==> src/common/agen_pkg.sv <==
package agen_pkg;

  typedef logic [31:0]        addr_t;    // byte address or byte offset
  typedef logic signed [31:0] stride_t;  // signed byte stride
  typedef logic [15:0]        len_t;     // dimension length in beats
  typedef logic [23:0]        tot_t;     // total beats in a run
  typedef logic [2:0]         dim_en_t;  // bit0 d1, bit1 d2, bit2 d3
  typedef logic [3:0]         cfg_sel_t; // register select on the cfg port

  // register select codes
  localparam cfg_sel_t SEL_BASE      = 4'h0;
  localparam cfg_sel_t SEL_TOT       = 4'h1;
  localparam cfg_sel_t SEL_D0_LEN    = 4'h2;
  localparam cfg_sel_t SEL_D1_LEN    = 4'h3;
  localparam cfg_sel_t SEL_D2_LEN    = 4'h4;
  localparam cfg_sel_t SEL_D0_STRIDE = 4'h5;
  localparam cfg_sel_t SEL_D1_STRIDE = 4'h6;
  localparam cfg_sel_t SEL_D2_STRIDE = 4'h7;
  localparam cfg_sel_t SEL_D3_STRIDE = 4'h8;
  localparam cfg_sel_t SEL_DIM_EN    = 4'h9;
  localparam cfg_sel_t SEL_START     = 4'hA; // launches a run when idle

  // run sequencer: clear, presample, then run until drained
  typedef enum logic [1:0] {
    IDLE,
    CLEAR,
    PRESAMPLE,
    RUN
  } loader_state_t;

endpackage

==> src/common/agen_cfg_if.sv <==
`timescale 1ns/10ps

interface agen_cfg_if;

  agen_pkg::addr_t   base;      // stream base address
  agen_pkg::tot_t    tot;       // beats per run
  agen_pkg::len_t    d0_len;
  agen_pkg::len_t    d1_len;
  agen_pkg::len_t    d2_len;
  agen_pkg::stride_t d0_stride;
  agen_pkg::stride_t d1_stride;
  agen_pkg::stride_t d2_stride;
  agen_pkg::stride_t d3_stride;
  agen_pkg::dim_en_t dim_en;    // dimension enable mask
  logic              clear;     // one cycle, resets counters
  logic              presample; // one cycle, primes first beat
  logic              enable;    // counters may step

  modport regs (
    output base, tot, d0_len, d1_len, d2_len,
    output d0_stride, d1_stride, d2_stride, d3_stride,
    output dim_en, clear, presample, enable
  );

  modport gen (
    input base, tot, d0_len, d1_len, d2_len,
    input d0_stride, d1_stride, d2_stride, d3_stride,
    input dim_en, clear, presample, enable
  );

endinterface

==> src/rtl/agen_cfg_regs.sv <==
`timescale 1ns/10ps

module agen_cfg_regs (
  input  logic               clk_i,
  input  logic               rst_ni,
  input  logic               cfg_req_i,    // four-phase request
  output logic               cfg_ack_o,    // four-phase acknowledge
  input  agen_pkg::cfg_sel_t cfg_sel_i,
  input  agen_pkg::addr_t    cfg_wdata_i,
  input  logic               gen_done_i,   // generator reached tot
  input  logic               fifo_empty_i, // last beat popped
  output logic               busy_o,
  agen_cfg_if.regs           cfg_o
);

  logic                    ack_q;
  logic                    wr_stb;  // first cycle req seen with ack low
  logic                    wr_en;   // write accepted, idle only
  agen_pkg::loader_state_t state_q, state_d;

  agen_pkg::addr_t   base_q;
  agen_pkg::tot_t    tot_q;
  agen_pkg::len_t    d0_len_q, d1_len_q, d2_len_q;
  agen_pkg::stride_t d0_stride_q, d1_stride_q, d2_stride_q, d3_stride_q;
  agen_pkg::dim_en_t dim_en_q;

  assign wr_stb = cfg_req_i & ~ack_q;
  assign wr_en  = wr_stb & (state_q == agen_pkg::IDLE); // busy writes get ack, no store

  // four-phase slave, ack follows req by one cycle both ways
  always_ff @(posedge clk_i or negedge rst_ni) begin
    if (!rst_ni) begin
      ack_q <= 1'b0;
    end else if (wr_stb) begin
      ack_q <= 1'b1;
    end else if (ack_q && !cfg_req_i) begin
      ack_q <= 1'b0;
    end
  end

  // geometry registers, truncated to their widths
  always_ff @(posedge clk_i or negedge rst_ni) begin
    if (!rst_ni) begin
      base_q      <= '0;
      tot_q       <= '0;
      d0_len_q    <= '0;
      d1_len_q    <= '0;
      d2_len_q    <= '0;
      d0_stride_q <= '0;
      d1_stride_q <= '0;
      d2_stride_q <= '0;
      d3_stride_q <= '0;
      dim_en_q    <= '0;
    end else if (wr_en) begin
      case (cfg_sel_i)
        agen_pkg::SEL_BASE:      base_q      <= cfg_wdata_i;
        agen_pkg::SEL_TOT:       tot_q       <= agen_pkg::tot_t'(cfg_wdata_i);
        agen_pkg::SEL_D0_LEN:    d0_len_q    <= agen_pkg::len_t'(cfg_wdata_i);
        agen_pkg::SEL_D1_LEN:    d1_len_q    <= agen_pkg::len_t'(cfg_wdata_i);
        agen_pkg::SEL_D2_LEN:    d2_len_q    <= agen_pkg::len_t'(cfg_wdata_i);
        agen_pkg::SEL_D0_STRIDE: d0_stride_q <= agen_pkg::stride_t'(cfg_wdata_i);
        agen_pkg::SEL_D1_STRIDE: d1_stride_q <= agen_pkg::stride_t'(cfg_wdata_i);
        agen_pkg::SEL_D2_STRIDE: d2_stride_q <= agen_pkg::stride_t'(cfg_wdata_i);
        agen_pkg::SEL_D3_STRIDE: d3_stride_q <= agen_pkg::stride_t'(cfg_wdata_i);
        agen_pkg::SEL_DIM_EN:    dim_en_q    <= agen_pkg::dim_en_t'(cfg_wdata_i);
        default: ; // start and unused codes store nothing
      endcase
    end
  end

  // run sequencer
  always_comb begin
    state_d = state_q;
    case (state_q)
      agen_pkg::IDLE: begin
        if (wr_stb && cfg_sel_i == agen_pkg::SEL_START) begin
          state_d = agen_pkg::CLEAR; // clear lands with ack rising
        end
      end
      agen_pkg::CLEAR:     state_d = agen_pkg::PRESAMPLE;
      agen_pkg::PRESAMPLE: state_d = agen_pkg::RUN;
      agen_pkg::RUN: begin
        if (gen_done_i && fifo_empty_i) begin
          state_d = agen_pkg::IDLE; // all beats generated and popped
        end
      end
      default: state_d = agen_pkg::IDLE;
    endcase
  end

  always_ff @(posedge clk_i or negedge rst_ni) begin
    if (!rst_ni) begin
      state_q <= agen_pkg::IDLE;
    end else begin
      state_q <= state_d;
    end
  end

  assign cfg_ack_o = ack_q;
  assign busy_o    = (state_q != agen_pkg::IDLE);

  assign cfg_o.base      = base_q;
  assign cfg_o.tot       = tot_q;
  assign cfg_o.d0_len    = d0_len_q;
  assign cfg_o.d1_len    = d1_len_q;
  assign cfg_o.d2_len    = d2_len_q;
  assign cfg_o.d0_stride = d0_stride_q;
  assign cfg_o.d1_stride = d1_stride_q;
  assign cfg_o.d2_stride = d2_stride_q;
  assign cfg_o.d3_stride = d3_stride_q;
  assign cfg_o.dim_en    = dim_en_q;
  assign cfg_o.clear     = (state_q == agen_pkg::CLEAR);
  assign cfg_o.presample = (state_q == agen_pkg::PRESAMPLE);
  assign cfg_o.enable    = (state_q == agen_pkg::PRESAMPLE) |
                           ((state_q == agen_pkg::RUN) & ~gen_done_i); // drops at gen done

  // running geometry is frozen for the whole run, busy writes included
  a_geom_frozen: assert property (@(posedge clk_i) disable iff (!rst_ni)
    busy_o |=> $stable({base_q, tot_q, d0_len_q, d1_len_q, d2_len_q,
                        d0_stride_q, d1_stride_q, d2_stride_q, d3_stride_q, dim_en_q}));

endmodule

==> src/addrgen/addrgen_4d.sv <==
`timescale 1ns/10ps

module addrgen_4d #(
  parameter int unsigned CNT           = 16,     // width of dimension counters
  parameter int unsigned TRANS_CNT     = 24,     // width of overall counter
  parameter bit [2:0]    DIM_ENABLE_1H = 3'b111  // dimensions built in hw
) (
  input  logic            clk_i,
  input  logic            rst_ni,
  agen_cfg_if.gen         cfg_i,
  output logic            addr_valid_o,
  input  logic            addr_ready_i,
  output agen_pkg::addr_t addr_data_o,
  output logic            gen_done_o
);

  logic [2:0]           dim_on;    // sw mask and hw cap combined
  logic                 step;      // presample or an accepted beat
  logic [CNT-1:0]       d0_len_w, d1_len_w, d2_len_w;
  logic [TRANS_CNT-1:0] tot_w;

  logic [CNT-1:0]       d0_cnt_q, d1_cnt_q, d2_cnt_q;
  logic [CNT-1:0]       d0_cnt_d, d1_cnt_d, d2_cnt_d;
  agen_pkg::addr_t      d0_off_q, d1_off_q, d2_off_q, d3_off_q; // partial offsets
  agen_pkg::addr_t      d0_off_d, d1_off_d, d2_off_d, d3_off_d;
  logic [TRANS_CNT-1:0] ov_cnt_q, ov_cnt_d;                      // beats primed so far
  logic                 valid_q, valid_d;

  assign dim_on   = cfg_i.dim_en & DIM_ENABLE_1H;
  assign d0_len_w = CNT'(cfg_i.d0_len);
  assign d1_len_w = CNT'(cfg_i.d1_len);
  assign d2_len_w = CNT'(cfg_i.d2_len);
  assign tot_w    = TRANS_CNT'(cfg_i.tot);
  assign step     = cfg_i.presample | (valid_q & addr_ready_i); // one beat per cycle max

  // next counter state, innermost dimension first
  always_comb begin
    d0_off_d = d0_off_q;
    d1_off_d = d1_off_q;
    d2_off_d = d2_off_q;
    d3_off_d = d3_off_q;
    d0_cnt_d = d0_cnt_q;
    d1_cnt_d = d1_cnt_q;
    d2_cnt_d = d2_cnt_q;
    ov_cnt_d = ov_cnt_q;
    valid_d  = valid_q;
    if (step) begin
      if (ov_cnt_q < tot_w) begin
        valid_d = 1'b1;
        if ((d0_cnt_q < d0_len_w) || !dim_on[0]) begin
          d0_off_d = d0_off_q + agen_pkg::addr_t'(cfg_i.d0_stride);
          d0_cnt_d = d0_cnt_q + 1'b1;
        end else if ((d1_cnt_q < d1_len_w) || !dim_on[1]) begin
          d0_off_d = '0;                                          // d0 wraps
          d1_off_d = d1_off_q + agen_pkg::addr_t'(cfg_i.d1_stride);
          d0_cnt_d = CNT'(1);
          d1_cnt_d = d1_cnt_q + 1'b1;
        end else if ((d2_cnt_q < d2_len_w) || !dim_on[2]) begin
          d0_off_d = '0;                                          // d0, d1 wrap
          d1_off_d = '0;
          d2_off_d = d2_off_q + agen_pkg::addr_t'(cfg_i.d2_stride);
          d0_cnt_d = CNT'(1);
          d1_cnt_d = CNT'(1);
          d2_cnt_d = d2_cnt_q + 1'b1;
        end else begin
          d0_off_d = '0;                                          // d3 has no limit
          d1_off_d = '0;
          d2_off_d = '0;
          d3_off_d = d3_off_q + agen_pkg::addr_t'(cfg_i.d3_stride);
          d0_cnt_d = CNT'(1);
          d1_cnt_d = CNT'(1);
          d2_cnt_d = CNT'(1);
        end
        ov_cnt_d = ov_cnt_q + 1'b1;
      end else begin
        valid_d = 1'b0; // last beat taken
      end
    end
  end

  always_ff @(posedge clk_i or negedge rst_ni) begin
    if (!rst_ni) begin
      d0_off_q <= '0;
      d1_off_q <= '0;
      d2_off_q <= '0;
      d3_off_q <= '0;
      d0_cnt_q <= '0;
      d1_cnt_q <= CNT'(1);
      d2_cnt_q <= CNT'(1);
      ov_cnt_q <= '0;
      valid_q  <= 1'b0;
    end else if (cfg_i.clear) begin
      d0_off_q <= '0;
      d1_off_q <= '0;
      d2_off_q <= '0;
      d3_off_q <= '0;
      d0_cnt_q <= '0;      // presample brings d0 to 1
      d1_cnt_q <= CNT'(1);
      d2_cnt_q <= CNT'(1);
      ov_cnt_q <= '0;
      valid_q  <= 1'b0;
    end else if (cfg_i.enable) begin
      d0_off_q <= cfg_i.presample ? '0 : d0_off_d; // first beat sits at offset zero
      d1_off_q <= d1_off_d;
      d2_off_q <= d2_off_d;
      d3_off_q <= d3_off_d;
      d0_cnt_q <= d0_cnt_d;
      d1_cnt_q <= d1_cnt_d;
      d2_cnt_q <= d2_cnt_d;
      ov_cnt_q <= ov_cnt_d;
      valid_q  <= valid_d;
    end
  end

  assign addr_data_o  = cfg_i.base + d3_off_q + d2_off_q + d1_off_q + d0_off_q;
  assign addr_valid_o = valid_q;
  assign gen_done_o   = (ov_cnt_q == tot_w) & ~valid_q & ~cfg_i.presample;

  // stalled beat must not move
  a_data_hold: assert property (@(posedge clk_i) disable iff (!rst_ni)
    addr_valid_o && !addr_ready_i |=> $stable(addr_data_o));

  // never more beats than configured
  a_ov_bound: assert property (@(posedge clk_i) disable iff (!rst_ni)
    cfg_i.enable |-> ov_cnt_q <= tot_w);

endmodule

==> src/rtl/addr_out_fifo.sv <==
`timescale 1ns/10ps

module addr_out_fifo #(
  parameter int unsigned FIFO_DEPTH = 4
) (
  input  logic            clk_i,
  input  logic            rst_ni,
  input  logic            in_valid_i,  // from generator
  output logic            in_ready_o,
  input  agen_pkg::addr_t in_data_i,
  output logic            out_valid_o, // to consumer
  input  logic            out_ready_i,
  output agen_pkg::addr_t out_data_o,
  input  logic            gen_done_i,
  input  logic            start_i,     // clear strobe of a new run
  output logic            empty_o,
  output logic            done_o
);

  localparam int unsigned PTR_W = (FIFO_DEPTH > 1) ? $clog2(FIFO_DEPTH) : 1;
  localparam int unsigned CNT_W = $clog2(FIFO_DEPTH + 1);
  localparam logic [PTR_W-1:0] LAST_PTR = PTR_W'(FIFO_DEPTH - 1);
  localparam logic [CNT_W-1:0] FULL_CNT = CNT_W'(FIFO_DEPTH);

  agen_pkg::addr_t  mem_q [FIFO_DEPTH]; // entry storage
  logic [PTR_W-1:0] wr_ptr_q, rd_ptr_q;
  logic [CNT_W-1:0] count_q;
  logic             push, pop;
  logic             armed_q;            // a run has been started

  assign push = in_valid_i & in_ready_o;
  assign pop  = out_valid_o & out_ready_i;

  always_ff @(posedge clk_i) begin
    if (push) begin
      mem_q[wr_ptr_q] <= in_data_i;
    end
  end

  // pointers wrap at the last entry for any depth
  always_ff @(posedge clk_i or negedge rst_ni) begin
    if (!rst_ni) begin
      wr_ptr_q <= '0;
      rd_ptr_q <= '0;
      count_q  <= '0;
    end else begin
      if (push) begin
        wr_ptr_q <= (wr_ptr_q == LAST_PTR) ? '0 : wr_ptr_q + 1'b1;
      end
      if (pop) begin
        rd_ptr_q <= (rd_ptr_q == LAST_PTR) ? '0 : rd_ptr_q + 1'b1;
      end
      case ({push, pop})
        2'b10:   count_q <= count_q + 1'b1;
        2'b01:   count_q <= count_q - 1'b1;
        default: count_q <= count_q; // both or neither
      endcase
    end
  end

  always_ff @(posedge clk_i or negedge rst_ni) begin
    if (!rst_ni) begin
      armed_q <= 1'b0;
    end else if (start_i) begin
      armed_q <= 1'b1; // done holds until the next start
    end
  end

  assign in_ready_o  = (count_q < FULL_CNT);
  assign out_valid_o = (count_q != '0);
  assign out_data_o  = mem_q[rd_ptr_q];
  assign empty_o     = (count_q == '0);
  assign done_o      = armed_q & gen_done_i & empty_o & ~start_i; // low on the start cycle

  // count in range and pointers meet only when empty or full
  a_count_ptr: assert property (@(posedge clk_i) disable iff (!rst_ni)
    (count_q <= FULL_CNT) &&
    ((wr_ptr_q == rd_ptr_q) == ((count_q == '0) || (count_q == FULL_CNT))));

endmodule

==> src/rtl/agen_top.sv <==
`timescale 1ns/10ps

module agen_top #(
  parameter int unsigned CNT           = 16,
  parameter int unsigned TRANS_CNT     = 24,
  parameter bit [2:0]    DIM_ENABLE_1H = 3'b111,
  parameter int unsigned FIFO_DEPTH    = 4
) (
  input  logic               clk_i,
  input  logic               rst_ni,
  input  logic               cfg_req_i,
  output logic               cfg_ack_o,
  input  agen_pkg::cfg_sel_t cfg_sel_i,
  input  agen_pkg::addr_t    cfg_wdata_i,
  output logic               addr_valid_o,
  input  logic               addr_ready_i,
  output agen_pkg::addr_t    addr_data_o,
  output logic               busy_o,
  output logic               done_o
);

  logic            gen_valid;  // generator to fifo
  logic            gen_ready;  // fifo has room
  agen_pkg::addr_t gen_data;
  logic            gen_done;
  logic            fifo_empty;

  agen_cfg_if cfg ();

  agen_cfg_regs i_cfg_regs (
    .clk_i        (clk_i),
    .rst_ni       (rst_ni),
    .cfg_req_i    (cfg_req_i),
    .cfg_ack_o    (cfg_ack_o),
    .cfg_sel_i    (cfg_sel_i),
    .cfg_wdata_i  (cfg_wdata_i),
    .gen_done_i   (gen_done),
    .fifo_empty_i (fifo_empty),
    .busy_o       (busy_o),
    .cfg_o        (cfg)
  );

  addrgen_4d #(
    .CNT           (CNT),
    .TRANS_CNT     (TRANS_CNT),
    .DIM_ENABLE_1H (DIM_ENABLE_1H)
  ) i_addrgen (
    .clk_i        (clk_i),
    .rst_ni       (rst_ni),
    .cfg_i        (cfg),
    .addr_valid_o (gen_valid),
    .addr_ready_i (gen_ready),
    .addr_data_o  (gen_data),
    .gen_done_o   (gen_done)
  );

  addr_out_fifo #(
    .FIFO_DEPTH (FIFO_DEPTH)
  ) i_out_fifo (
    .clk_i       (clk_i),
    .rst_ni      (rst_ni),
    .in_valid_i  (gen_valid),
    .in_ready_o  (gen_ready),
    .in_data_i   (gen_data),
    .out_valid_o (addr_valid_o),
    .out_ready_i (addr_ready_i),
    .out_data_o  (addr_data_o),
    .gen_done_i  (gen_done),
    .start_i     (cfg.clear), // clear strobe arms done
    .empty_o     (fifo_empty),
    .done_o      (done_o)
  );

endmodule

==> config.mk <==
export PLATFORM = sky130hd
export DESIGN_NAME = agen_top
export DESIGN_NICKNAME = d
export VERILOG_FILES = /design/src/common/agen_pkg.sv /design/src/common/agen_cfg_if.sv /design/src/rtl/agen_cfg_regs.sv /design/src/addrgen/addrgen_4d.sv /design/src/rtl/addr_out_fifo.sv /design/src/rtl/agen_top.sv
export SDC_FILE = /design/constraint.sdc
export NUM_CORES = 1
export LEC_CHECK = 0
export CORE_ASPECT_RATIO = 2
export CORE_MARGIN = 2
export CORE_UTILIZATION = 45
export CTS_CLUSTER_SIZE = 12
export DETAILED_ROUTE_END_ITERATION = 12
export DONT_BUFFER_PORTS = 1
export PLACE_DENSITY = 0.62
export SYNTH_ARGS = -nofsm -noshare
export SYNTH_HDL_FRONTEND = slang
export SYNTH_SLANG_ARGS = --single-unit
==> constraint.sdc <==
create_clock -name clk_i -period 6.8 [get_ports clk_i]
set_input_delay 0.68 -clock clk_i [delete_from_list [all_inputs] [get_ports clk_i]]
set_output_delay 0.68 -clock clk_i [all_outputs]
set_load 0.01 [all_outputs]
## Word-level counts from Yosys, hierarchy flattened

Memories as Yosys holds them, arrays and structs flattened.
Cells that the tools add are included.

- Equal/unequal tests: 23
- Muxes and demuxes: 62
- Bitwise logic cells: 17
- $add $sub $neg: 16
- Reductions and logical operators: 39
- $lt $le $gt $ge: 5

Operators by type and width:

| operator | count |
|---|---|
| $mux W32 | 26 |
| $mux W16 | 18 |
| $add A32 B32 Y32 | 8 |
| $mux W24 | 4 |
| $add A16 B1 Y16 const B | 3 |
| $lt A16 B16 Y1 | 3 |
| $add A24 B1 Y24 const B | 1 |
| $eq A24 B24 Y1 | 1 |
| $lt A24 B24 Y1 | 1 |
| $reduce_and A2 Y1 | 12 |
| $eq A4 B3 Y1 const B | 4 |
| $eq A4 B4 Y1 const B | 3 |
| $reduce_bool A2 Y1 | 6 |
| $and A1 B1 Y1 | 10 |
| $eq A2 B2 Y1 const B | 5 |
| $reduce_bool A3 Y1 | 3 |
| $eq A4 B2 Y1 const B | 2 |
| $mux W1 | 8 |
| $mux W2 | 4 |
| $ne A2 B1 Y1 const B | 4 |
| $pmux W2 S4 | 1 |
| $pmux W3 S2 | 1 |
| $reduce_and A3 Y1 | 2 |
| $reduce_and A6 Y1 | 1 |
| 17 further kinds | 31 |

- Output and inout bits: 36
- Memories kept: 1
- Logic and storage cells: 188
- Memory bits (writable): 128
- Input bits: 40
- Bits in registers: 447

Memories:

| memory | depth | bits a word | read ports | clocked after Yosys merged registers in | write ports | RTL line | source |
|---|---|---|---|---|---|---|---|
| i_out_fifo.mem_q | 4 | 32 | 1 | 0 | 1 | addr_out_fifo.sv:25 | `agen_pkg::addr_t mem_q [FIFO_DEPTH];` |

## Logic depth before layout (Yosys ltp)

Gate-level depths: netlist of the first run.

- Depth in word-level cells: 9
- Mapped depth: 18
- Gate-level depth less buffers: 17

## Cells and area by module

From an unflattened synthesis of the first run, not the netlist that was laid out.

- Cell total of the unflattened synthesis: 3147
- Area total of the unflattened synthesis: 34561.9 µm²

Modules (own cells, without submodules):

| module | instances | sequential area each (µm²) | cells an instance | area an instance (µm²) |
|---|---|---|---|---|
| addrgen_4d | 1 | 5032.3 | 2394 | 20236.9 |
| agen_cfg_regs | 1 | 5955.7 | 537 | 9171.3 |
| addr_out_fifo | 1 | 4043.9 | 216 | 5153.7 |

## Worst setup path before layout of the first run

No wires, ideal clock.

- Kind: reg2reg
- From: register i_addrgen.d3_off_q[1]
- To: memory i_out_fifo.mem_q[0][31] (netlist bit), data pin
- Data arrival time: 4469 ps
- Stages on the path, launching flop included: 17
- Data required time: 6525 ps
- Library setup time: 275 ps
- Slack: 2056 ps
- Path buffers: 0
- Period minus slack after synthesis: 4744 ps
- Cells stage by stage: dfrtp_1 inv_1 fa_1 fa_1 fa_1 inv_1 ha_1 fa_1 a211oi_1 o211ai_1 a221oi_2 o211ai_1 a311oi_1 o21ai_0 a21oi_1 o21ai_0 xnor2_1

- Word-level cells in the longest chain between the ends: 4

Ends and longest elaborated chain:

| item | RTL line | source |
|---|---|---|
| start: declaration | addrgen_4d.sv:24 | `agen_pkg::addr_t d0_off_q, d1_off_q, d2_off_q, d3_off_q;` |
| start signal: assignment | addrgen_4d.sv:106 | `d3_off_q <= d3_off_d;` |
| $add A32 B32 Y32 (4 in series) | addrgen_4d.sv:115 | `assign addr_data_o = cfg_i.base + d3_off_q + d2_off_q + d1_off_q + d0_off_q;` |
| via gen_data[31] | agen_top.sv:24 | `agen_pkg::addr_t gen_data;` |
| end: declaration | addr_out_fifo.sv:25 |  |

The timed path passes the listed nets, and every way through them passes these cells.

## Worst setup path in the final report of the first run

- From: register i_addrgen.d3_off_q[1]
- To: memory i_out_fifo.mem_q[3][31] (netlist bit), data pin

The elaborated chain is that of the path after synthesis.

==> flow_summary.json, run 1 <==
{
  "layout.nets": 3598,
  "seq_power_share": 0.358,
  "worstHoldPathType": "in -> async",
  "ys_seq_area_frac": 0.438,
  "layout_min_cycle_time_ns": 5.66,
  "cpPeakStageDelay_ns": 0.53,
  "crit_start": "i_addrgen.d3_off_q[1]",
  "synth_edf_count": 128,
  "cp_max_fo": 4,
  "avgViaCountPerCell": 5.56,
  "power_mw": 16.1,
  "synth_seq_cells": 575,
  "worst-path-buf-inv": 3,
  "worst_pin_slew_ns": 1.64,
  "grt_pass1_vias": 25360,
  "final.setup_skew_ns": 0.0250,
  "p_sw_frac": 0.400,
  "slew_violations": 95,
  "grt-ovfl-total": 0,
  "place_ws_ns": 1.15,
  "critPathCapture": "i_out_fifo.mem_q[3][31]",
  "syn_avg_cell_area_um2": 10.6,
  "cts_tree": "built",
  "p_leak_nw": 17.4,
  "power_frac_comb": 0.464,
  "finalSetupTns_ns": 0,
  "r2r_slack_ns": 1.14,
  "crit_top_cell": "fa_1",
  "post-route-period-util": 0.832,
  "port_buffers": 0,
  "fillCellCount": 7133,
  "drc_errors": 0,
  "cts_buffers": 55,
  "hold_slack_ns": -0.195,
  "num_antenna_cells": 0,
  "worst_slack_ns": 1.14,
  "critPathTopFamily": "compound AO/OA/AOI/OAI gates",
  "h-tree-depth": 2,
  "wire_per_inst_um": 20.3,
  "synth_area_mm2": 0.0343,
  "cp_slowest_cell": "fa_1",
  "required_ns": 7.21,
  "max_clock_freq_ghz": 0.177,
  "cts_root_buf": "clkbuf_16",
  "post_cts_resized": 0,
  "rows": 143,
  "dieHeight_um": 395,
  "hpwl_mm": 65.2,
  "routed_wl_mm": 86.5,
  "dieArea_mm2": 0.0787,
  "synth_warnings": 0,
  "r2r_end": "i_out_fifo.mem_q[3][31]",
  "r2r_cells": 17,
  "grt_pass1_wl_mm": 138,
  "worstSetupPathType": "reg -> reg",
  "floorplan.initialDensity": 0.453,
  "cts_sinks": 575,
  "synth_cells": 3247,
  "synth_cell_types": 82,
  "rsz0062_at_grt": "no",
  "worst_setup_path_start_kind": "flip-flop",
  "worstReg2RegStart": "i_addrgen.d3_off_q[1]",
  "die_w_um": 199,
  "gp_congestion": 0.917,
  "antenna_found_initial": 0,
  "synth-main-ff-cell": "dfrtp_1",
  "setup_viol": 0,
  "p_sw_mw": 6.44,
  "firstDrtPassIters": 7,
  "endpoint_kind": "flip-flop",
  "drt_iter0_drc": 1120,
  "grt_max_degree": 448,
  "layout-drive-gt1-share": 0.108,
  "hold_violations": 144,
  "drv_cap": 0,
  "p_int_mw": 9.67,
  "pin_count": 76,
  "outcome": "complete, but fails checks",
  "vdd_ir_drop_max_uv": 283,
  "clk_path_buf_depth": 3,
  "powerDensity_mw_per_mm2": 435,
  "clk_latency_ns": 0.62,
  "track_usage": 0.226,
  "cts.clk_slew.worst_paths_ns": 0.06,
  "final_antenna_net_count": 0,
  "clockPowerShare": 0.178,
  "post-cts-setup-buffer-count": 0,
  "crit_cells": 17,
  "utilization": 0.488,
  "violations": "hold timing, slew limit",
  "core_area_mm2": 0.0759,
  "synthesis.nets": 3625,
  "dr_total_vias": 23764,
  "slew_headroom": -0.0932,
  "postSynth.asyncResetShare": 0.777,
  "area_delta_synth_final_pct": 7.90,
  "crit_chain": "inv_1, fa_1, fa_1, fa_1, inv_1, ha_1, fa_1, a211oi_1, o211ai_1, a221oi_2, buf_4, o211ai_1, a311oi_1, o21ai_0, a21oi_1, o21ai_0, xnor2_1",
  "cp.arrival_ns": 6.07
}
-- cells in the final DEF (no fill, tap or decap), drive strengths merged, types with 12 or more instances in the layout --
cell type | netlist | layout
a21oi | 155 | 155
nor3 | 34 | 34
buf | 18 | 32
o21ai | 214 | 214
a211oi | 33 | 33
fa | 97 | 97
xnor2 | 92 | 92
nand3 | 72 | 72
inv | 377 | 377
nor2 | 174 | 174
clkbuf | 98 | 90
a21o | 75 | 75
mux4 | 32 | 32
ha | 241 | 241
nand2b | 17 | 17
nor2b | 17 | 17
o22ai | 14 | 14
a22o | 48 | 48
edfxtp | 128 | 128
and2 | 12 | 12
a31oi | 23 | 23
o211ai | 18 | 18
dfrtp | 445 | 445
nand4 | 29 | 29
and3 | 35 | 35
xor2 | 87 | 87
nand2 | 256 | 256
o31ai | 46 | 46
mux2 | 185 | 185
o21bai | 17 | 17
o21a | 24 | 24
-- synth_stat cells, types with 5 or more instances --
library cell / number / area, µm²
edfxtp_1: 128 / 3840
a22o_1: 48 / 420
a21oi_1: 153 / 766
o21ai_1: 7 / 35.0
xor2_1: 87 / 762
o22ai_1: 14 / 87.6
o211ai_1: 18 / 135
a211o_1: 9 / 78.8
nand2_1: 255 / 957
nor3_1: 33 / 165
ha_1: 241 / 3020
or3_1: 9 / 56.3
nor3b_1: 5 / 37.5
dfrtp_1: 445 / 11100
a2111oi_0: 9 / 78.8
o21a_1: 24 / 180
o41ai_1: 11 / 96.3
a31oi_1: 22 / 138
and4_1: 6 / 52.6
nand2b_1: 17 / 106
and3_1: 35 / 219
a21o_1: 75 / 563
nand3_1: 72 / 360
nand3b_1: 5 / 37.5
or4_1: 5 / 37.5
a211oi_1: 32 / 240
o21ai_0: 207 / 1040
nand4_1: 29 / 181
o31ai_1: 44 / 330
nor2b_1: 17 / 106
mux4_2: 32 / 721
a311oi_1: 5 / 43.8
fa_1: 97 / 1940
and2_1: 12 / 75.1
a221oi_1: 6 / 52.6
inv_1: 377 / 1420
o21bai_1: 17 / 128
mux2_2: 185 / 2080
nor2_1: 171 / 642
buf_1: 9 / 33.8
mux2i_1: 5 / 50.1
or2_2: 9 / 56.3
clkbuf_1: 98 / 368
xnor2_1: 92 / 806
buf_2: 9 / 45.0
-- cell families after synthesis --
| group | count (synthesis) | synth area share |
|---|---|---|
| AND/OR/NAND/NOR | 694 | 0.0934 |
| multiplexers | 222 | 0.0831 |
| flip-flops | 575 | 0.438 |
| AO/OA/AOI/OAI | 745 | 0.141 |
| XOR/XNOR | 179 | 0.0457 |
| adder cells (fa/ha/maj) | 338 | 0.144 |
| buffers and inverters | 494 | 0.0543 |
-- state kept, by name (all words and copies together) (netlist names), 24 cells and up --
signal / count
i_out_fifo.mem_q: 128
i_addrgen.d0_off_q: 32
i_addrgen.d1_off_q: 32
i_addrgen.d2_off_q: 32
i_addrgen.d3_off_q: 32
i_cfg_regs.cfg_o.base: 32
i_cfg_regs.cfg_o.d0_stride: 32
i_cfg_regs.cfg_o.d1_stride: 32
i_cfg_regs.cfg_o.d2_stride: 32
i_cfg_regs.cfg_o.d3_stride: 32
i_addrgen.ov_cnt_q: 24
i_cfg_regs.cfg_o.tot: 24
-- power by group through the flow --
| stage | clock (mW) | sequential, mW | combinational [mW] |
|---|---|---|---|
| 5_1_grt | 3.07 | 5.91 | 8.44 |
| 3_5_place_dp | 0 | 5.84 | 7.50 |
| 4_1_cts | 2.96 | 5.78 | 7.53 |
| 6_report | 2.87 | 5.77 | 7.47 |
| 3_3_place_gp | 0 | 5.81 | 7.39 |
| 2_1_floorplan | 0 | 5.62 | 5.69 |
-- worst min path at each step --
stage | startpoint | end | slack [ns] | cells past startpoint
3_5_place_dp | rst_ni | i_cfg_regs.cfg_o.d1_len[4] | 0.42 | 0
3_3_place_gp | rst_ni | i_cfg_regs.cfg_o.d1_len[4] | 0.42 | 0
5_1_grt | rst_ni | i_cfg_regs.cfg_o.d3_stride[3] | -0.22 | 0
4_1_cts | rst_ni | i_cfg_regs.cfg_o.d3_stride[3] | -0.24 | 0
2_1_floorplan | rst_ni | i_addrgen.addr_valid_o | 0.38 | 0
6_report | rst_ni | i_cfg_regs.cfg_o.d1_len[4] | -0.20 | 0
-- layer usage --
metal / vias to the layer above / track usage / routed length, µm
met5: - / 0 / 0
li1: 11322 / - / -
met3: 193 / 0.0216 / 2770
met2: 413 / 0.436 / 47600
met1: 11836 / 0.241 / 31600
met4: 0 / 0.109 / 4550
-- metrics by stage --
step                      cell area [µm²]  cells
after floorplan                     34300   3247
after global placement              35500   4178
after detailed placement            35500   4178
after CTS                           37100   4271
after global routing                37100   4271
final                               37100   4271
-- area by class of cell --
| cell class | count | area, µm² | area share |
|---|---|---|---|
| flip-flops and latches | 575 | 15000 | 0.406 |
| well taps | 1015 | 1270 | 0.0343 |
| inverters | 378 | 1420 | 0.0383 |
| repair buffers | 32 | 240 | 0.00648 |
| clock buffers | 90 | 1560 | 0.0421 |
| multi-input cells | 2178 | 17500 | 0.473 |
| clock inverters | 3 | 15.0 | 0.000405 |
(Power assumes the default switching activity.)
==> run 2, diff against run 1 <==
- clock period: 6.8 -> 5.44 ns (I/O delays scaled with it)
==> run 2 against run 1 <==
  * Maximum frequency increased by 11%
  * Worst hold slack got worse by 0.13 ns
  * Count of clock-buffer cells in the layout decreased by 2
  * Largest power group unchanged
  * The flow still finishes with violations (hold timing, slew limit)
  * Die area unchanged
  * Combinational power increased by 27%
  * Clock power increased by 28%
  * Utilization increased by 0.26 points
  * Register-to-register slack got worse by 0.82 ns
  * Via count increased by 0.17%
==> flow_summary.json, run 2 (synthesized netlist as in run 1, its figures left out) <==
{
  "grt_max_degree": 448,
  "multiInputGateArea_mm2": 0.0175,
  "drt_iter0_drc": 986,
  "layout_min_cycle_time_ns": 5.12,
  "cts.clk_slew.worst_paths_ns": 0.06,
  "drc_errors": 0,
  "port_buffers": 0,
  "grt_pass1_wl_mm": 138,
  "clk_latency_ns": 0.62,
  "gp_congestion": 0.928,
  "slew_headroom": -0.212,
  "layout-drive-gt1-share": 0.115,
  "cp_slowest_cell": "fa_1",
  "hpwl_mm": 65.3,
  "routed_wl_mm": 86.6,
  "worst_setup_path_start_kind": "flip-flop",
  "outcome": "complete, but fails checks",
  "rows": 143,
  "final_antenna_net_count": 0,
  "largest_reg_flops": 128,
  "top_usage_layer": "met2",
  "cts_buffers": 55,
  "cp.arrival_ns": 5.43,
  "worst_pin_slew_ns": 1.82,
  "finalSetupTns_ns": 0,
  "die_w_um": 199,
  "area_delta_synth_final_pct": 8.47,
  "grt_util_met2": 0.438,
  "worstSetupPathType": "reg -> reg",
  "pin_count": 76,
  "regMostFlops": "i_out_fifo.mem_q",
  "hold_violations": 224,
  "grt-ovfl-total": 0,
  "grt_pass1_vias": 25297,
  "cpPeakStageDelay_ns": 0.56,
  "crit_chain": "inv_1, fa_1, fa_1, fa_1, inv_1, ha_1, fa_2, a211oi_1, buf_4, o211ai_1, a221oi_2, buf_4, o211ai_1, a311oi_1, buf_4, o21ai_0, a21oi_1, o21ai_1, xnor2_2",
  "clk_path_buf_depth": 3,
  "final.setup_skew_ns": 0.0298,
  "firstDrtPassIters": 5,
  "violations": "hold timing, slew limit",
  "regArea_mm2": 0.0150,
  "grtUsageMet1": 0.241,
  "wire_per_inst_um": 20.2,
  "dieHeight_um": 395,
  "hold_slack_ns": -0.323,
  "rsz0062_at_grt": "no",
  "layout.nets": 3617,
  "critPathTopFamily": "adder cells",
  "vdd_ir_drop_max_uv": 305,
  "dr_total_vias": 23805,
  "mostFrequentLayoutCells": "444 x dfrtp_1, 377 x inv_1, 255 x nand2_1, 240 x ha_1, 206 x o21ai_0",
  "cts_root_buf": "clkbuf_16",
  "drv_cap": 0,
  "track_usage": 0.227,
  "cp_max_fo": 4,
  "cts_sinks": 575,
  "groute.layer.met3.usage": 0.0244,
  "antenna_found_initial": 0,
  "setup_viol": 0,
  "avgViaCountPerCell": 5.55,
  "fillCellCount": 7019,
  "post-route-period-util": 0.941,
  "worst_slack_ns": 0.323,
  "worstHoldPathType": "in -> async",
  "p_leak_nw": 17.6,
  "slew_violations": 257,
  "final_common_cell": "dfrtp_1",
  "worst-path-buf-inv": 5,
  "place_ws_ns": 0.286,
  "required_ns": 5.75,
  "powerDensity_mw_per_mm2": 547,
  "core_area_mm2": 0.0759,
  "endpoint_kind": "flip-flop",
  "cts_tree": "built",
  "floorplan.initialDensity": 0.453,
  "dieArea_mm2": 0.0787,
  "max_clock_freq_ghz": 0.195,
  "num_antenna_cells": 0,
  "h-tree-depth": 2
}
==> run 2: stage by stage <==
step                total power [mW]  area (µm²)  utilization  cells
finish                          20.4       37300        0.491   4287
global route                    22.0       37300        0.491   4287
CTS                             20.5       37200        0.491   4285
detailed placement              16.8       35600        0.469   4195
global placement                16.6       35600        0.469   4195
floorplan                       14.1       34300            -   3247
==> run 2: path summary, 6_finish.rpt <==
kind                                                to  depth (start not counted)                startpoint  slack, ns
max                            i_out_fifo.mem_q[1][31]                         19  i_cfg_regs.cfg_o.base[1]       0.32
min                         i_cfg_regs.cfg_o.d1_len[1]                          0                    rst_ni      -0.32
max reg2reg                    i_out_fifo.mem_q[1][31]                         19  i_cfg_regs.cfg_o.base[1]       0.32
min reg2reg                         i_out_fifo.armed_q                          1        i_out_fifo.armed_q       0.45
max in group asynchronous       i_out_fifo.rd_ptr_q[0]                          0                    rst_ni       4.34
min in group clk_i         i_cfg_regs.cfg_o.d0_len[11]                          2           cfg_wdata_i[11]       0.05
==> run 2: repair_timing <==
| action | 4_1_cts | 5_1_grt |
|---|---|---|
| resized for setup | 0 | 3 |
| endpoints found under the hold margin | 447 | 446 |
| setup endpoints to repair | 0 | 8 |
| setup buffers | 0 | 2 |
==> run 2: routing by layer <==
layer | vias up | share of wire
li1 | 11362 | -
met1 | 11829 | 0.37
met2 | 413 | 0.55
met3 | 201 | 0.031
met4 | 0 | 0.052
met5 | - | 0
==> run 2: report_power, final <==
part	switching (mW)	total, mW	internal [mW]
logic	5.69	9.51	3.82
clock network	1.66	3.66	2.00
registers	0.778	7.21	6.43
==> run 2: area by class of cell <==
type / count / share of cell area
inverter: 378 / 0.0381
multi-input combinational: 2178 / 0.470
clock buffer: 88 / 0.0433
tap: 1015 / 0.0341
timing repair buffer: 51 / 0.0103
sequential: 575 / 0.404
clock inverter: 2 / 0.000269
==> run 2: worst reg2reg max path, delay by kind of cell, from the launching register on <==
kind / cells / cell delay, ns
fa+ha+maj: 5 / 2.09
compound gates: 8 / 1.63
buf+inv: 5 / 0.59
flops: 1 / 0.34
xor+xnor: 1 / 0.17
==> run 3, diff against run 2 <==
- SYNTH_HIERARCHICAL: unset -> 1
==> run 3 against run 2 <==
  * Global-route usage down 0.48 points
  * Routed wire length down 0.55%
  * Power up 9.8%
  * Largest power group unchanged
  * Via count down 1.1%
  * The run still ends with hold timing, slew limit left
  * Critical path type unchanged
  * Area after synthesis up 0.64%
  * Utilization up 0.057 points
==> flow_summary.json, run 3 <==
{
  "dieHeight_um": 396,
  "synth_area_leader_cell": "dfrtp_1",
  "worst_setup_path_start_kind": "flip-flop",
  "outcome": "complete, but fails checks",
  "hold_slack_ns": -0.375,
  "cts_sinks": 575,
  "grt_pass1_vias": 25539,
  "hold_violations": 402,
  "post-route-period-util": 0.952,
  "cts_tree": "built",
  "final_common_cell": "dfrtp_1",
  "dieArea_mm2": 0.0792,
  "rows": 143,
  "p_leak_nw": 17.7,
  "synth_top_area_share": 0.322,
  "setup_viol": 0,
  "avgViaCountPerCell": 5.61,
  "rsz0062_at_grt": "no",
  "cp_slowest_cell": "or4b_1",
  "post-cts-setup-buffer-count": 0,
  "drt_iter0_drc": 1010,
  "synth_cells": 3147,
  "worst_pin_slew_ns": 1.71,
  "worst_slack_ns": 0.264,
  "crit_top_cell": "inv_1",
  "cp.arrival_ns": 5.64,
  "final_antenna_net_count": 0,
  "h-tree-depth": 2,
  "mostFrequentLayoutCells": "444 x dfrtp_1, 395 x inv_1, 239 x ha_1, 216 x mux2_2, 204 x nand2_1",
  "grt-ovfl-total": 0,
  "largest_reg_flops": 128,
  "max_clock_freq_ghz": 0.193,
  "regMostFlops": "i_out_fifo/mem_q",
  "vdd_ir_drop_max_uv": 390,
  "fillCellCount": 6784,
  "synth_cell_types": 96,
  "drc_errors": 0,
  "clk_path_buf_depth": 3,
  "utilization": 0.492,
  "area_delta_synth_final_pct": 8.16,
  "synth_edf_count": 128,
  "slew_violations": 116,
  "cp_max_fo": 4,
  "worstSetupPathType": "reg -> reg",
  "hpwl_mm": 63.6,
  "crit_chain": "inv_1, fa_1, inv_1, fa_1, inv_1, fa_1, inv_1, ha_1, a21o_1, a21oi_1, o21a_1, o31ai_4, a211oi_2, o31ai_1, a21oi_1, nor2_2, a221oi_4, or4b_1, nand3_1",
  "antenna_found_initial": 4,
  "synthesis.nets": 3524,
  "cpPeakStageDelay_ns": 0.52,
  "ys_seq_area_frac": 0.435,
  "postSynth.asyncResetShare": 0.777,
  "dr_total_vias": 23539,
  "place_ws_ns": -0.0626,
  "grt_pass1_wl_mm": 137,
  "cts_buffers": 56,
  "endpoint_kind": "flip-flop",
  "pin_count": 76,
  "power_mw": 22.4,
  "final.setup_skew_ns": 0.0290,
  "cts_root_buf": "clkbuf_16",
  "firstDrtPassIters": 8,
  "floorplan.initialDensity": 0.455,
  "layout.nets": 3523,
  "layout-drive-gt1-share": 0.131,
  "synth_area_mm2": 0.0346,
  "synth_seq_cells": 575,
  "synth-main-ff-cell": "dfrtp_1",
  "die_w_um": 200,
  "routed_wl_mm": 86.1,
  "finalSetupTns_ns": 0,
  "track_usage": 0.223,
  "cts.clk_slew.worst_paths_ns": 0.06,
  "port_buffers": 0,
  "layout_min_cycle_time_ns": 5.18,
  "violations": "hold timing, slew limit",
  "required_ns": 5.91,
  "synth_warnings": 6,
  "synthTopCellsByCount": "445 x dfrtp_1, 395 x inv_1, 240 x ha_1",
  "synth_most_common_cell": "dfrtp_1",
  "wire_per_inst_um": 20.5,
  "worstHoldPathType": "in -> async",
  "slew_headroom": -0.137,
  "grt_max_degree": 448,
  "gp_congestion": 0.915,
  "clk_latency_ns": 0.62,
  "syn_avg_cell_area_um2": 11.0,
  "core_area_mm2": 0.0760,
  "powerDensity_mw_per_mm2": 599,
  "drv_cap": 0,
  "synthTopCellsByArea": "dfrtp_1 32%, edfxtp_1 11%, ha_1 8.7%, mux2_2 7.0%, fa_1 5.6%"
}
run 3: final timing paths:
check	end	cells after the start	start	slack (ns)
worst max-delay path	i_out_fifo/mem_q[2][28]	19	i_addrgen/d0_off_q[2]	0.26
worst min-delay path	i_cfg_regs/cfg_o.d0_len[3]	0	rst_ni	-0.38
worst max register to register	i_out_fifo/mem_q[2][28]	19	i_addrgen/d0_off_q[2]	0.26
worst min register to register	i_out_fifo/armed_q	1	i_out_fifo/armed_q	0.47
max in group asynchronous	i_addrgen/d1_off_q[26]	0	rst_ni	4.44
min in group clk_i	i_cfg_regs/cfg_o.d2_stride[28]	1	cfg_wdata_i[28]	0.07
run 3: final cells by class:
type                            instances  area, µm²  share of cell area
Clock inverter                          6       72.6             0.00194
Sequential cell                       575      15000               0.402
Timing Repair Buffer                   32        253             0.00676
Inverter                              396       1490              0.0398
Tap cell                             1015       1270              0.0340
Antenna cell                            2       5.00            0.000134
Clock buffer                           87       1570              0.0420
Multi-Input combinational cell       2085      17700               0.473
run 3: timing repair:
action,CTS,global route
hold endpoints to repair,447,446
pin swaps,0,1
gates resized for setup,1,10
endpoints found under the setup margin,4,27
cloned,0,0
run 3: kinds of logic after synthesis:
group / Yosys count / share of synthesized area
and+or+nand+nor: 610 / 0.0877
muxes: 276 / 0.103
DFF: 575 / 0.435
AOI/OAI and AO/OA: 692 / 0.132
adders and majority gates: 337 / 0.143
xor gates and xnor gates: 170 / 0.0431
buffers and inverters: 487 / 0.0569
run 3: layer usage:
layer  wire length, µm  track usage  vias to the layer above
met5                12            0                        -
met4              4020       0.0972                        2
met3              2990       0.0228                      204
met2             46400        0.422                      485
met1             32700        0.247                    11838
li1                  -            -                    11010
run 3: stage by stage:
stage / instance area (µm²) / instances
after floorplan: 34600 / 3147
after global placement: 35700 / 4103
after detailed placement: 35700 / 4103
after CTS: 37300 / 4196
after global routing: 37400 / 4197
final: 37400 / 4198
run 3: power breakdown:
group / switching, mW / internal (mW) / total (mW)
clock network: 1.69 / 2.01 / 3.70
registers: 0.864 / 6.61 / 7.47
logic: 6.64 / 4.57 / 11.2
total: 9.19 / 13.2 / 22.4
run 3: critical path: cells and delay by family, from the launching register on:
family	cells	cell delay [ns]
buffers and inverters	4	0.22
and+or+nand+nor	3	0.93
AOI/OAI and AO/OA	8	1.74
adders and majority gates	4	1.76
DFF	1	0.37
